## src/mpm_pkg.sv

```systemverilog
// Shared port counts, widths and typedefs for the mpm multiport memory, referenced by scoped name
package mpm_pkg;

  // Port counts
  parameter int num_rd_ports = 3;
  parameter int num_wr_ports = 4;
  parameter int num_drain    = 2;  // Queue entries written into storage per cycle

  // Widths
  parameter int data_width = 16;
  parameter int bank_bits  = 2;   // Four banks
  parameter int row_bits   = 4;   // Sixteen rows per bank
  parameter int addr_bits  = bank_bits + row_bits;  // Bank in the upper bits

  // Write and read data word
  typedef logic [data_width-1:0] data_t;

  // Word address, {bank, row}
  typedef logic [addr_bits-1:0] addr_t;

  typedef logic [bank_bits-1:0] bank_t;
  typedef logic [row_bits-1:0]  row_t;

endpackage

```

## src/mpm_read_ports.sv

```systemverilog
// Read side of mpm; grants the three read ports by bank priority and registers the requests
`timescale 1ns/1ps

module mpm_read_ports (
  input  logic                                          clk,
  input  logic                                          rst_n,
  input  logic [mpm_pkg::num_rd_ports-1:0]              read,
  input  mpm_pkg::addr_t [mpm_pkg::num_rd_ports-1:0]    rd_adr,
  output logic [mpm_pkg::num_rd_ports-1:0]              rq_vld,
  output mpm_pkg::bank_t [mpm_pkg::num_rd_ports-1:0]    rq_bank,
  output mpm_pkg::row_t  [mpm_pkg::num_rd_ports-1:0]    rq_row,
  output logic [mpm_pkg::num_rd_ports-1:0]              rd_conflict
);

  mpm_pkg::bank_t [mpm_pkg::num_rd_ports-1:0] bank;
  mpm_pkg::row_t  [mpm_pkg::num_rd_ports-1:0] row;
  logic [mpm_pkg::num_rd_ports-1:0]           grant;

  always_comb begin
    for (int i = 0; i < mpm_pkg::num_rd_ports; i++) begin
      bank[i] = rd_adr[i][mpm_pkg::addr_bits-1:mpm_pkg::row_bits];
      row[i]  = rd_adr[i][mpm_pkg::row_bits-1:0];
    end
  end

  // Lower index wins a shared bank
  always_comb begin
    for (int i = 0; i < mpm_pkg::num_rd_ports; i++) begin
      grant[i] = read[i];
      for (int j = 0; j < i; j++) begin
        if (read[j] && bank[j] == bank[i])
          grant[i] = 1'b0;
      end
    end
  end

  always_ff @(posedge clk or negedge rst_n) begin
    if (!rst_n) begin
      rq_vld      <= '0;
      rd_conflict <= '0;
    end else begin
      rq_vld      <= grant;
      rd_conflict <= read & ~grant;  // Losers only
    end
  end

  always_ff @(posedge clk) begin
    rq_bank <= bank;
    rq_row  <= row;
  end

endmodule

```

## config.mk

```make
export PLATFORM = sky130hd
export DESIGN_NAME = mpm_read_ports
export DESIGN_NICKNAME = d
export VERILOG_FILES = /design/src/mpm_pkg.sv /design/src/mpm_read_ports.sv
export SDC_FILE = /design/constraint.sdc
export NUM_CORES = 1
export LEC_CHECK = 0
export BUFFER_PORTS_ARGS = -buffer_cell sky130_fd_sc_hd__buf_2
export CAP_MARGIN = 20
export CELL_PAD_IN_SITES_DETAIL_PLACEMENT = 1
export CELL_PAD_IN_SITES_GLOBAL_PLACEMENT = 1
export CORE_MARGIN = 4
export CORE_UTILIZATION = 28
export DETAILED_ROUTE_END_ITERATION = 10
export PLACE_DENSITY = 0.8
export SLEW_MARGIN = 0
export SYNTH_ARGS = -nofsm -noshare
export SYNTH_HDL_FRONTEND = slang
export SYNTH_SLANG_ARGS = --single-unit
export TNS_END_PERCENT = 20
```

## constraint.sdc

```tcl
create_clock -name clk -period 1.04 [get_ports clk]
set_input_delay 0.208 -clock clk [delete_from_list [all_inputs] [get_ports clk]]
set_output_delay 0.208 -clock clk [all_outputs]
set_load 0.05 [all_outputs]
```

Yosys cells after proc, flatten, opt, wreduce, memory -nomap -nowiden
Index checks and enable logic that the tools add are counted.
{"block": "classes", "n_mul": 0, "shift": 0, "bitwise": 2, "mux": 3, "n_lt_le_gt_ge": 0, "n_addsub": 0, "n_eq_ne": 3, "div": 0, "n_reduce_logical": 3}
{"cell": "== test 2 bit", "n": 3}
{"cell": "bitwise AND 3 bit", "n": 1}
{"cell": "logical AND 1 bit", "n": 3}
{"cell": "two-way mux 1 bit", "n": 3}
{"cell": "NOT 3 bit", "n": 1}
{"block": "totals", "regBits": 24, "input_bits": 23, "n_memories": 0, "romBits": 0, "ramBits": 0, "latch_bits": 0}

Depth between registers and ports, before layout
{"block": "logic_depth", "depth_word": 6, "depth_mapped": 3, "ltp_nobuf": 3}

Worst setup path after synthesis
OpenSTA, ideal clock, no wires.
{"block": "synth_timing", "kind": "register to output", "startpoint": "register rq_bank[0] in the netlist's numbering", "endpoint": "output port rq_bank[0] in the netlist's numbering", "setup_slack_ns": 0.245, "required_ns": 0.832, "n_path_buf": 0, "arrival_ns": 0.587, "path_stages_with_launch": 1, "path_cell_list": "dfxtp_1"}
{"item": "start, declared", "line": "mpm_read_ports.sv:10", "source": "output mpm_pkg::bank_t [mpm_pkg::num_rd_ports-1:0] rq_bank,"}
{"item": "start signal, assigned", "line": "mpm_read_ports.sv:48", "source": "rq_bank <= bank;"}
No word-level cell between the ends.

Worst setup path in the final report
{"block": "layout_timing", "startpoint": "register rq_vld[2] in the netlist's numbering", "endpoint": "output port rq_vld[2] in the netlist's numbering"}
{"item": "start, declared", "line": "mpm_read_ports.sv:9", "source": "output logic [mpm_pkg::num_rd_ports-1:0] rq_vld,"}
{"item": "start signal, assigned", "line": "mpm_read_ports.sv:42", "source": "rq_vld <= grant;"}
No word-level cell between the ends.

==> run_results.csv <==
group,metric,value,unit
run_status,status,"finished with violations",
routing,drcViolationCount,0,
run,cap_violations,0,
global_routing,antenna_found_initial,0,
clocking,cts_setup_buffers,0,
clocking,cts_tree,"done",
global_routing,grt.met1_usage,0.120,
routing,wire_per_inst,20.6,um
timing,rsz0062_at_grt,"true",
die,core,1980,um^2
critical_path,worstSetupPathType,"flop to output port",
global_routing,grt_usage,0.140,
clocking,cts-root-buf,"clkbuf_4",
placement,gp_congestion,0.626,
timing,setup_viol,5,
die,num_io_pins,47,
die,dieWidth,54.0,um
run_status,violations,"setup timing",
placement,placedInstanceArea,843,um^2
critical_path,crit_family,"flip-flops",
global_routing,top_usage_layer,"met2",
pwr,cellPowerDensity,1530,nW/um^2
placement,hpwl,1.23,mm
global_routing,gr-usage-met3,0.0693,
finish,diodes,0,
synth,synth_area_per_cell,15.2,um^2
clocking,clk_pin_slew,0.13,ns
critical_path,end_kind,"output port",
critical_path,cp-start-kind,"flop",
synth,yosysWarnings,0,
placement,port_buffers,45,
routing,drt-total-wl,2.62,mm
timing,postLayoutSetupSlackWorst,-0.0710,ns
die,die_area,2910,um^2
routing,drt_iter0_drc,5,
timing,period_share,1.07,
finish,drive_gt1_frac,0.650,
timing,maxSlewViolCount,0,
routing,via_per_inst,4.14,
timing,finalHoldViolations,0,
die,fp.dieH,54.0,um
critical_path,critical_path_buf_inv_count,1,
global_routing,grt_pass1_wl,2.69,mm
clocking,numCtsBuffers,3,
hold_path,whs_path_depth,1,
finish,final_area,1200,um^2
global_routing,overflow,0,
hold_path,worstHoldStart,"rd_adr[17]",
timing,max_freq,900,MHz
routing,ant_nets,0,
synth,syn_inst,39,
global_routing,grt_pass1_vias,557,
routing,route.vias.total,526,
finish,final_nets,124,
critical_path,crit_required,0.83,ns
finish,area_delta_synth_final,103,%
timing,period_needed,1.11,ns
global_routing,met2_usage,0.266,
clocking,clk_path_buf_depth,2,
clocking,cts_sinks,23,
critical_path,slowest_delay,0.43,ns
synth,synth_nets,62,
critical_path,path_cells,"buf_6",
pwr,leakagePower,0.559,nW
die,initial_core_util,0.299,
critical_path,cp_max_fo,1,
critical_path,arrival,0.90,ns
routing,first_pass_iters,3,
pwr,vdd_ir_drop_max,0.000951,V
synth,synth_cell_types,11,
clocking,htreeDepth,1,
die,rows,16,
synth,synth-seq-area-share,0.820,
timing,setup_tns,-0.203,ns
synth,syn-cell-area,592,um^2
synth,synth_seq_cells,23,
placement,place_ws,0.121,ns
critical_path,crit_slowest_cell,"dfrtp_1",
hold_path,hold_path.class,"primary input to flop",
hold_path,hold_path_end,"rq_bank[5]$_DFF_P_",
global_routing,grt_max_degree,13,
[layout make-up]
| type | count | area [um^2] |
|---|---|---|
| flip-flops and latches | 23 | 507 |
| clock buffers | 4 | 26.3 |
| well taps | 27 | 33.8 |
| repair buffers | 58 | 537 |
| inverters | 1 | 3.75 |
| multi-input cells | 14 | 95.1 |
| fillers | 198 | 779 |
[routing by layer]
metal  wire length, um  vias to the layer above
met2              1250                       38
li1                  -                      242
met5                 0                        -
met3               298                        4
met4                63                        0
met1              1010                      242
[state kept, by name, indices dropped and copies added (netlist names)]
signal	cells
rq_bank	6
rd_conflict	2
rq_row	12
rq_vld	3
[what timing repair did]
item,CTS,global route
pin swaps,0,0
gates resized for setup,31,42
hold buffers,10,3
endpoints found under the setup margin,23,23
endpoints found under the hold margin,14,3
[power by group]
part	switching, W	internal, W	leakage [nW]	total (W)
clock	0.000254	0.000149	0.0150	0.000404
combinational	0.000269	0.000192	0.329	0.000462
sequential	0.0000326	0.000941	0.215	0.000973
total	0.000556	0.00128	0.559	0.00184
[cells in the mapped netlist]
cell / instances / area share
a21boi_1: 1 / 0.013
a31oi_1: 1 / 0.011
conb_1: 1 / 0.0063
buf_4: 1 / 0.013
and3_1: 1 / 0.011
nand3_1: 3 / 0.025
nor2_1: 1 / 0.0063
dfxtp_1: 18 / 0.61
inv_1: 1 / 0.0063
xnor2_1: 6 / 0.089
dfrtp_1: 5 / 0.21
[through the flow]
| stage | hold WS (ns) | instances | total power, W | util |
|---|---|---|---|---|
| after CTS | 0.000276 | 124 | 0.00176 | 0.533 |
| after global routing | 0.0204 | 127 | 0.00192 | 0.607 |
| after floorplan | -0.0876 | 39 | 0.00119 | - |
| after global placement | 0.0250 | 110 | 0.00129 | 0.426 |
| after detailed placement | 0.0275 | 110 | 0.00130 | 0.426 |
| final | 0.0403 | 127 | 0.00184 | 0.607 |
[how the worst max path moves through the flow]
stage	slack [ns]	start	cells past startpoint	to
floorplan	0.24	rq_bank[0]$_DFF_P_	0	rq_bank[0]
global placement	0.11	rd_adr[16]	4	rq_vld[2]$_DFF_PN0_
detailed placement	0.12	rd_adr[16]	4	rq_vld[2]$_DFF_PN0_
CTS	-0.03	rq_vld[1]$_DFF_PN0_	1	rq_vld[1]
global route	-0.11	rq_vld[2]$_DFF_PN0_	1	rq_vld[2]
finish	-0.07	rq_vld[2]$_DFF_PN0_	1	rq_vld[2]
[cell families (layout without fill, tap and decap cells)]
kind of cell	Yosys count	after routing	synth area share
xor gates and xnor gates	6	6	0.0888
other	1	1	0.00634
DFF	23	23	0.820
buffers and inverters	2	63	0.0190
and+or+nand+nor	5	5	0.0423
AOI/OAI and AO/OA	2	2	0.0233
[cell usage in the layout (no fill, tap or decap)]
| cell type | netlist | final |
|---|---|---|
| a21boi_1 | 1 | 1 |
| a31oi_1 | 1 | 1 |
| and3_1 | 1 | 1 |
| buf_2 | 0 | 22 |
| buf_6 | 0 | 13 |
| buf_8 | 0 | 10 |
| clkbuf_1 | 0 | 1 |
| clkbuf_4 | 0 | 3 |
| conb_1 | 1 | 1 |
| dfrtp_1 | 5 | 5 |
| dfxtp_1 | 18 | 1 |
| dfxtp_2 | 0 | 17 |
| dlygate4sd3_1 | 0 | 13 |
| inv_1 | 1 | 1 |
| nand3_1 | 3 | 3 |
| nor2_1 | 1 | 1 |
| xnor2_1 | 6 | 6 |
No activity file was read; power rests on OpenSTA's default activity.
