[src/mpm_pkg.sv]
// Shared port counts, widths and typedefs for the mpm multiport memory, referenced by scoped name
package mpm_pkg;

  // Port counts
  parameter int num_rd_ports = 3;
  parameter int num_wr_ports = 4;
  parameter int num_drain    = 2;  // Queue entries written into storage per cycle

  // Widths
  parameter int data_width = 16;
  parameter int bank_bits  = 2;   // Four banks
  parameter int row_bits   = 4;   // Sixteen rows per bank
  parameter int addr_bits  = bank_bits + row_bits;  // Bank in the upper bits

  // Write and read data word
  typedef logic [data_width-1:0] data_t;

  // Word address, {bank, row}
  typedef logic [addr_bits-1:0] addr_t;

  typedef logic [bank_bits-1:0] bank_t;
  typedef logic [row_bits-1:0]  row_t;

endpackage

[src/mpm_bank_array.sv]
// Banked flop storage of mpm; applies the drained writes and serves the registered reads
`timescale 1ns/1ps

module mpm_bank_array (
  input  logic                                          clk,
  input  logic                                          rst_n,
  input  logic [mpm_pkg::num_drain-1:0]                 drain_vld,
  input  mpm_pkg::addr_t [mpm_pkg::num_drain-1:0]       drain_adr,
  input  mpm_pkg::data_t [mpm_pkg::num_drain-1:0]       drain_data,
  input  logic [mpm_pkg::num_rd_ports-1:0]              rq_vld,
  input  mpm_pkg::bank_t [mpm_pkg::num_rd_ports-1:0]    rq_bank,
  input  mpm_pkg::row_t  [mpm_pkg::num_rd_ports-1:0]    rq_row,
  output logic [mpm_pkg::num_rd_ports-1:0]              rd_vld,
  output mpm_pkg::data_t [mpm_pkg::num_rd_ports-1:0]    rd_dout
);

  localparam int num_banks = 1 << mpm_pkg::bank_bits;
  localparam int num_rows  = 1 << mpm_pkg::row_bits;

  mpm_pkg::data_t mem [num_banks][num_rows];

  mpm_pkg::bank_t [mpm_pkg::num_drain-1:0] wr_bank;
  mpm_pkg::row_t  [mpm_pkg::num_drain-1:0] wr_row;

  always_comb begin
    for (int d = 0; d < mpm_pkg::num_drain; d++) begin
      wr_bank[d] = drain_adr[d][mpm_pkg::addr_bits-1:mpm_pkg::row_bits];
      wr_row[d]  = drain_adr[d][mpm_pkg::row_bits-1:0];
    end
  end

  // Later lane overrides, so lane 1 wins on a shared address
  always_ff @(posedge clk or negedge rst_n) begin
    if (!rst_n) begin
      for (int b = 0; b < num_banks; b++) begin
        for (int r = 0; r < num_rows; r++)
          mem[b][r] <= '0;
      end
    end else begin
      for (int d = 0; d < mpm_pkg::num_drain; d++) begin
        if (drain_vld[d])
          mem[wr_bank[d]][wr_row[d]] <= drain_data[d];
      end
    end
  end

  // Reads see storage before this edge's writes
  always_ff @(posedge clk) begin
    for (int i = 0; i < mpm_pkg::num_rd_ports; i++) begin
      if (rq_vld[i])
        rd_dout[i] <= mem[rq_bank[i]][rq_row[i]];
    end
  end

  always_ff @(posedge clk or negedge rst_n) begin
    if (!rst_n)
      rd_vld <= '0;
    else
      rd_vld <= rq_vld;
  end

endmodule

[config.mk]
export PLATFORM = sky130hd
export DESIGN_NAME = mpm_bank_array
export DESIGN_NICKNAME = d
export VERILOG_FILES = /design/src/mpm_pkg.sv /design/src/mpm_bank_array.sv
export SDC_FILE = /design/constraint.sdc
export NUM_CORES = 2
export LEC_CHECK = 0
export BUFFER_PORTS_ARGS = -buffer_cell sky130_fd_sc_hd__buf_4
export CORE_MARGIN = 5
export CORE_UTILIZATION = 43
export CTS_BUF_LIST = sky130_fd_sc_hd__clkbuf_4 sky130_fd_sc_hd__clkbuf_8 sky130_fd_sc_hd__clkbuf_16
export CTS_CLUSTER_SIZE = 8
export DETAILED_ROUTE_END_ITERATION = 10
export PLACE_DENSITY = 0.64
export SYNTH_ARGS = -nofsm -noshare
export SYNTH_HDL_FRONTEND = slang
export SYNTH_SLANG_ARGS = --single-unit
[constraint.sdc]
create_clock -name clk -period 3.1 [get_ports clk]
set_clock_uncertainty 0.15 [all_clocks]
set_input_delay 0.775 -clock clk [delete_from_list [all_inputs] [get_ports clk]]
set_output_delay 0.775 -clock clk [all_outputs]
set_load 0.03 [all_outputs]
# == Yosys cells after proc, flatten, opt, wreduce, memory -nomap -nowiden ==
# Index checks and enable logic that the tools add are counted.
# word_totals
reg_bits,1075
inputBits,69
output_inout_bits,51
wordCells,126
# classes
n_lt_le_gt_ge,14
muxes,30
n_bitwise,10
reduce_logical,4
# op_table
op,n
1024-bit bitwise mux,2
1024-bit 2-to-1 mux,2
256-bit 2-to-1 mux,8
256-bit binary-select mux with 2-bit select,3
256-bit demux with 2-bit select,2
16-bit binary-select mux with 4-bit select,3
16-bit demux with 4-bit select,2
16-bit 2-to-1 mux,8
5-bit greater-or-equal comparator (second input constant),5
4-bit inverter with 5-bit output,5
3-bit greater-or-equal comparator (second input constant),5
2-bit inverter with 3-bit output,5
5-bit by 1-bit less-than comparator with 1-bit output (second input constant),2
3-bit by 1-bit less-than comparator with 1-bit output (second input constant),2
1-bit logical AND,4

# == Logic depth before layout (Yosys ltp) ==
# depth
ltp_word,11
depth_mapped,9
depth_no_buf,5

# == Least setup slack after synthesis ==
# Ideal clock, no wire load.
# synth_timing
kind,input to register
from,in rq_row[4] in the netlist's numbering
to,"reg rd_dout[23] in the netlist's numbering, data pin"
t_arrival_ps,2424
required_ps,2695
setup_slack_ps,271
stages,7
path_buffers,3
path_cell_list,buf_2 > buf_2 > buf_2 > mux4_2 > a22oi_1 > nand3_1 > and3_1
# synth_between
elab_chain_cells,4
# synth_lines
item,line,rtl
from (decl),mpm_bank_array.sv:12,"input mpm_pkg::row_t [mpm_pkg::num_rd_ports-1:0] rq_row,"
4-bit inverter with 5-bit output (not written as such),mpm_bank_array.sv:51,rd_dout[i] <= mem[rq_bank[i]][rq_row[i]];
16-bit binary-select mux with 4-bit select,mpm_bank_array.sv:51,
16-bit 2-to-1 mux (not written as such) (2 in series),mpm_bank_array.sv:51,
"to (signal, indexed assignment)",mpm_bank_array.sv:51,
to (decl),mpm_bank_array.sv:14,output mpm_pkg::data_t [mpm_pkg::num_rd_ports-1:0] rd_dout
# Every way passes these cells. The select of a mux whose other input is x is not followed.
# A chain may end at the register's enable or synchronous reset.

# == Worst setup path after layout ==
# layout_timing
from,in rq_row[9] in the netlist's numbering
to,"reg rd_dout[42] in the netlist's numbering, data pin"
# Same word-level chain as after synthesis.

==> flow_metrics.tcl <==
set metrics [dict create \
    status "finished, final reports clean" \
    fin_crit_sh_pct 96.3 \
    root_buffer "clkbuf_16" \
    post-place-cells 9048 \
    synth_cell_types 52 \
    ant_nets 0 \
    critical_path.cell_chain "buf_4 > buf_4 > nand2b_1 > or2_2 > buf_4 > o22ai_1 > buf_4 > nor4_1 > mux2_2" \
    maxSlewHeadroom_pct 8.58 \
    cts_tree "done" \
    drtIter0Drc 10399 \
    grt_pass1_wl_um 473000 \
    min_path_cells 3 \
    cts_buffer_depth 3 \
    cpMostUsedCell "buf_4" \
    core-area_sq_mm 0.171 \
    yosysTopAreaCell "dfrtp_1" \
    critPathMaxFanout 6 \
    peakVddDrop_uv 477 \
    path_class "input port to flip-flop" \
    cts_hold_buf 1 \
    grt_max_degree 123 \
    critPathMaxStageDelay_ps 1030 \
    synth_area_leaders "dfrtp_1 35%, mux4_2 22%, mux2i_1 16%" \
    rows 152 \
    total_leakage_power_nw 38.4 \
    highest_layer "met5" \
    fin_crit_ps 2980 \
    antenna_found_initial 35 \
    syn_nets 6763 \
    start_util_pct 43.1 \
    cts_buffers 154 \
    grt_pass1_vias 61053 \
    cp_data_required_time_ps 3630 \
    path_buf_inv 4 \
    die_x_um 424 \
    met1Wirelength_um 117000 \
    worstPathArrival_ps 3510 \
    clock_sinks 1075 \
    synth_top_area_share_pct 34.9 \
    area_delta_synth_final_pct 17.6 \
    vias 63932 \
    drv_slew 0 \
    grt_usage_pct 36.8 \
    insertion_delay_ps 840 \
    timing.fmax_mhz 335 \
    finalHoldViolations 0 \
    endpoint_kind "flip-flop" \
    reg2reg_depth 5 \
    tightest_slew_ps 1360 \
    hpwl_um 233000 \
    synth_seq_area_share_pct 36.8 \
    postPlaceCellArea_sq_mm 0.0823 \
    first_pass_iters 6 \
    synth_edf_count 48 \
    clkTransAtPathRegs_ps 60 \
    cp_slowest_cell "nor4_1" \
    die_h_um 424 \
    synthArstFlopShare_pct 95.5 \
    viasPerCell 6.90 \
    holdCritPathClass "input port to flip-flop" \
    maxCapViolCount 0 \
    synth_seq_cells 1075 \
    drive_gt1_share_pct 28.8 \
    startpoint_type "input port" \
    pin_count 120 \
    route.detailed.drc 0 \
    syn_avg_cell_area_sq_um 11.0 \
    synth_area_sq_mm 0.0737 \
    crit_family "simple AND/OR/NAND/NOR gates" \
    wl_met3_um 48700 \
    cts_setup_buffers 0 \
    synthCells 6694 \
    yosys_most_used_dff "dfrtp_1" \
    synth-warning-count 0 \
    power.density_mw_per_mm2 605 \
    grt_overflow 0 \
    cts_resized 0 \
    wl_met2_um 140000 \
    finalNonFillerCells 9272 \
    wl_per_cell_um 36.3 \
    die-area_sq_mm 0.180 \
    port_buffers 119 \
    cp.depth 9 \
    setup_violations 0 \
    final_nets 7041 \
    htree_levels 4 \
    rsz0062_at_grt "no" \
    wl_um 336000 \
    stdcell_area_sq_mm 0.0867 \
    place.gp.congestion 1.02 \
]
[worst paths after layout]
kind / from / to / slack, ps
min in group asynchronous: rst_n / mem[446] / 330
worst min register to register: mem[506] / mem[506] / 450
worst min-delay path: drain_data[31] / mem[543] / 130
worst max register to register: mem[618] / rd_dout[42] / 370
max in group asynchronous: rst_n / mem[774] / 1350
worst max-delay path: rq_row[9] / rd_dout[42] / 120
[worst min-delay path, cell delays in order]
cell	delay, ps
buf_4	150
nor2_1	100
a21oi_1	40
[report_power, final]
group	switching (W)	internal, W	leakage (nW)
logic	0.00743	0.00781	22.8
clock network	0.00672	0.00939	2.15
registers	0.00372	0.0174	13.5
total	0.0179	0.0346	38.4
[area by class of cell]
class	count	area, sq um
inverters	4	15.0
flip-flops and latches	1075	27100
clock buffers	191	4170
repair buffers	884	9070
diodes	20	50.0
well taps	2233	2790
multi-input cells	4853	43300
clock inverters	12	144
fillers	15022	84500
[registers in the layout, summed over array words and instances, names as in the netlist]
register	cells
rd_dout	48
mem	1024
rd_vld	3
[Yosys cell counts, types with 4 or more instances]
cell type	number
and2_1	5
nand2_2	24
nand4_1	22
a211oi_1	12
a221oi_1	11
a221o_1	8
buf_4	72
buf_2	165
o221ai_1	8
and3_1	20
a31o_2	8
dfrtp_1	1027
and4_1	22
clkbuf_1	452
mux2i_1	1209
nor3_1	21
nor2_1	418
nor4_1	22
buf_6	9
edfxtp_1	48
o21ai_1	17
or2_1	4
mux4_2	719
nand2b_1	15
nor2b_1	19
o22ai_1	102
nor2_4	13
mux2_2	98
buf_1	63
nand3_1	39
o31a_1	11
or2_2	7
a22oi_1	137
nor2_8	4
o21ai_0	697
nand2_1	804
a21oi_1	334
nor2_2	4
[per-stage QoR]
| step | total power, W | utilization, % | setup slack [ps] | TNS [ps] | hold WS (ps) |
|---|---|---|---|---|---|
| after floorplan | 0.0292 | - | 271 | 0 | 329 |
| after detailed placement | 0.0358 | 48.1 | -465 | -8710 | 440 |
| after CTS | 0.0519 | 50.6 | 375 | 0 | 102 |
| after global placement | 0.0352 | 48.1 | -510 | -8440 | 426 |
| after global routing | 0.0541 | 50.6 | 170 | 0 | 124 |
| final | 0.0524 | 50.7 | 115 | 0 | 131 |
[cell usage in the layout, fill, tap and decap left out, types with 18 or more instances in the layout]
| cell | synthesis | layout |
|---|---|---|
| buf_4 | 72 | 684 |
| nor2_2 | 4 | 49 |
| nor2_1 | 418 | 373 |
| o22ai_1 | 102 | 102 |
| nor2b_1 | 19 | 18 |
| o21ai_0 | 697 | 697 |
| dfrtp_1 | 1027 | 1027 |
| and3_1 | 20 | 20 |
| nand2_2 | 24 | 24 |
| nor4_1 | 22 | 21 |
| clkbuf_16 | 0 | 156 |
| clkbuf_4 | 0 | 34 |
| buf_12 | 0 | 189 |
| edfxtp_1 | 48 | 48 |
| mux2i_1 | 1209 | 1209 |
| mux2_2 | 98 | 98 |
| a22oi_1 | 137 | 137 |
| a21oi_1 | 334 | 334 |
| nand3_1 | 39 | 39 |
| diode_2 | 0 | 20 |
| nand4_1 | 22 | 22 |
| and4_1 | 22 | 22 |
| nand2_1 | 804 | 804 |
| nor3_1 | 21 | 19 |
| mux4_2 | 719 | 719 |
[routing by layer]
metal  vias up  track usage, %
met4        16            26.0
met1     31931            46.4
met2      5119            52.0
met5         -          0.0806
met3      1232            13.7
li1      25634               -
[cell families after synthesis]
group / count (synthesis) / synth area share, %
muxes: 2026 / 39.9
and+or+nand+nor: 1478 / 8.57
AOI/OAI and AO/OA: 1349 / 10.1
DFF: 1075 / 36.8
buffers and inverters: 766 / 4.64
Power figures use the tool's default switching activity.
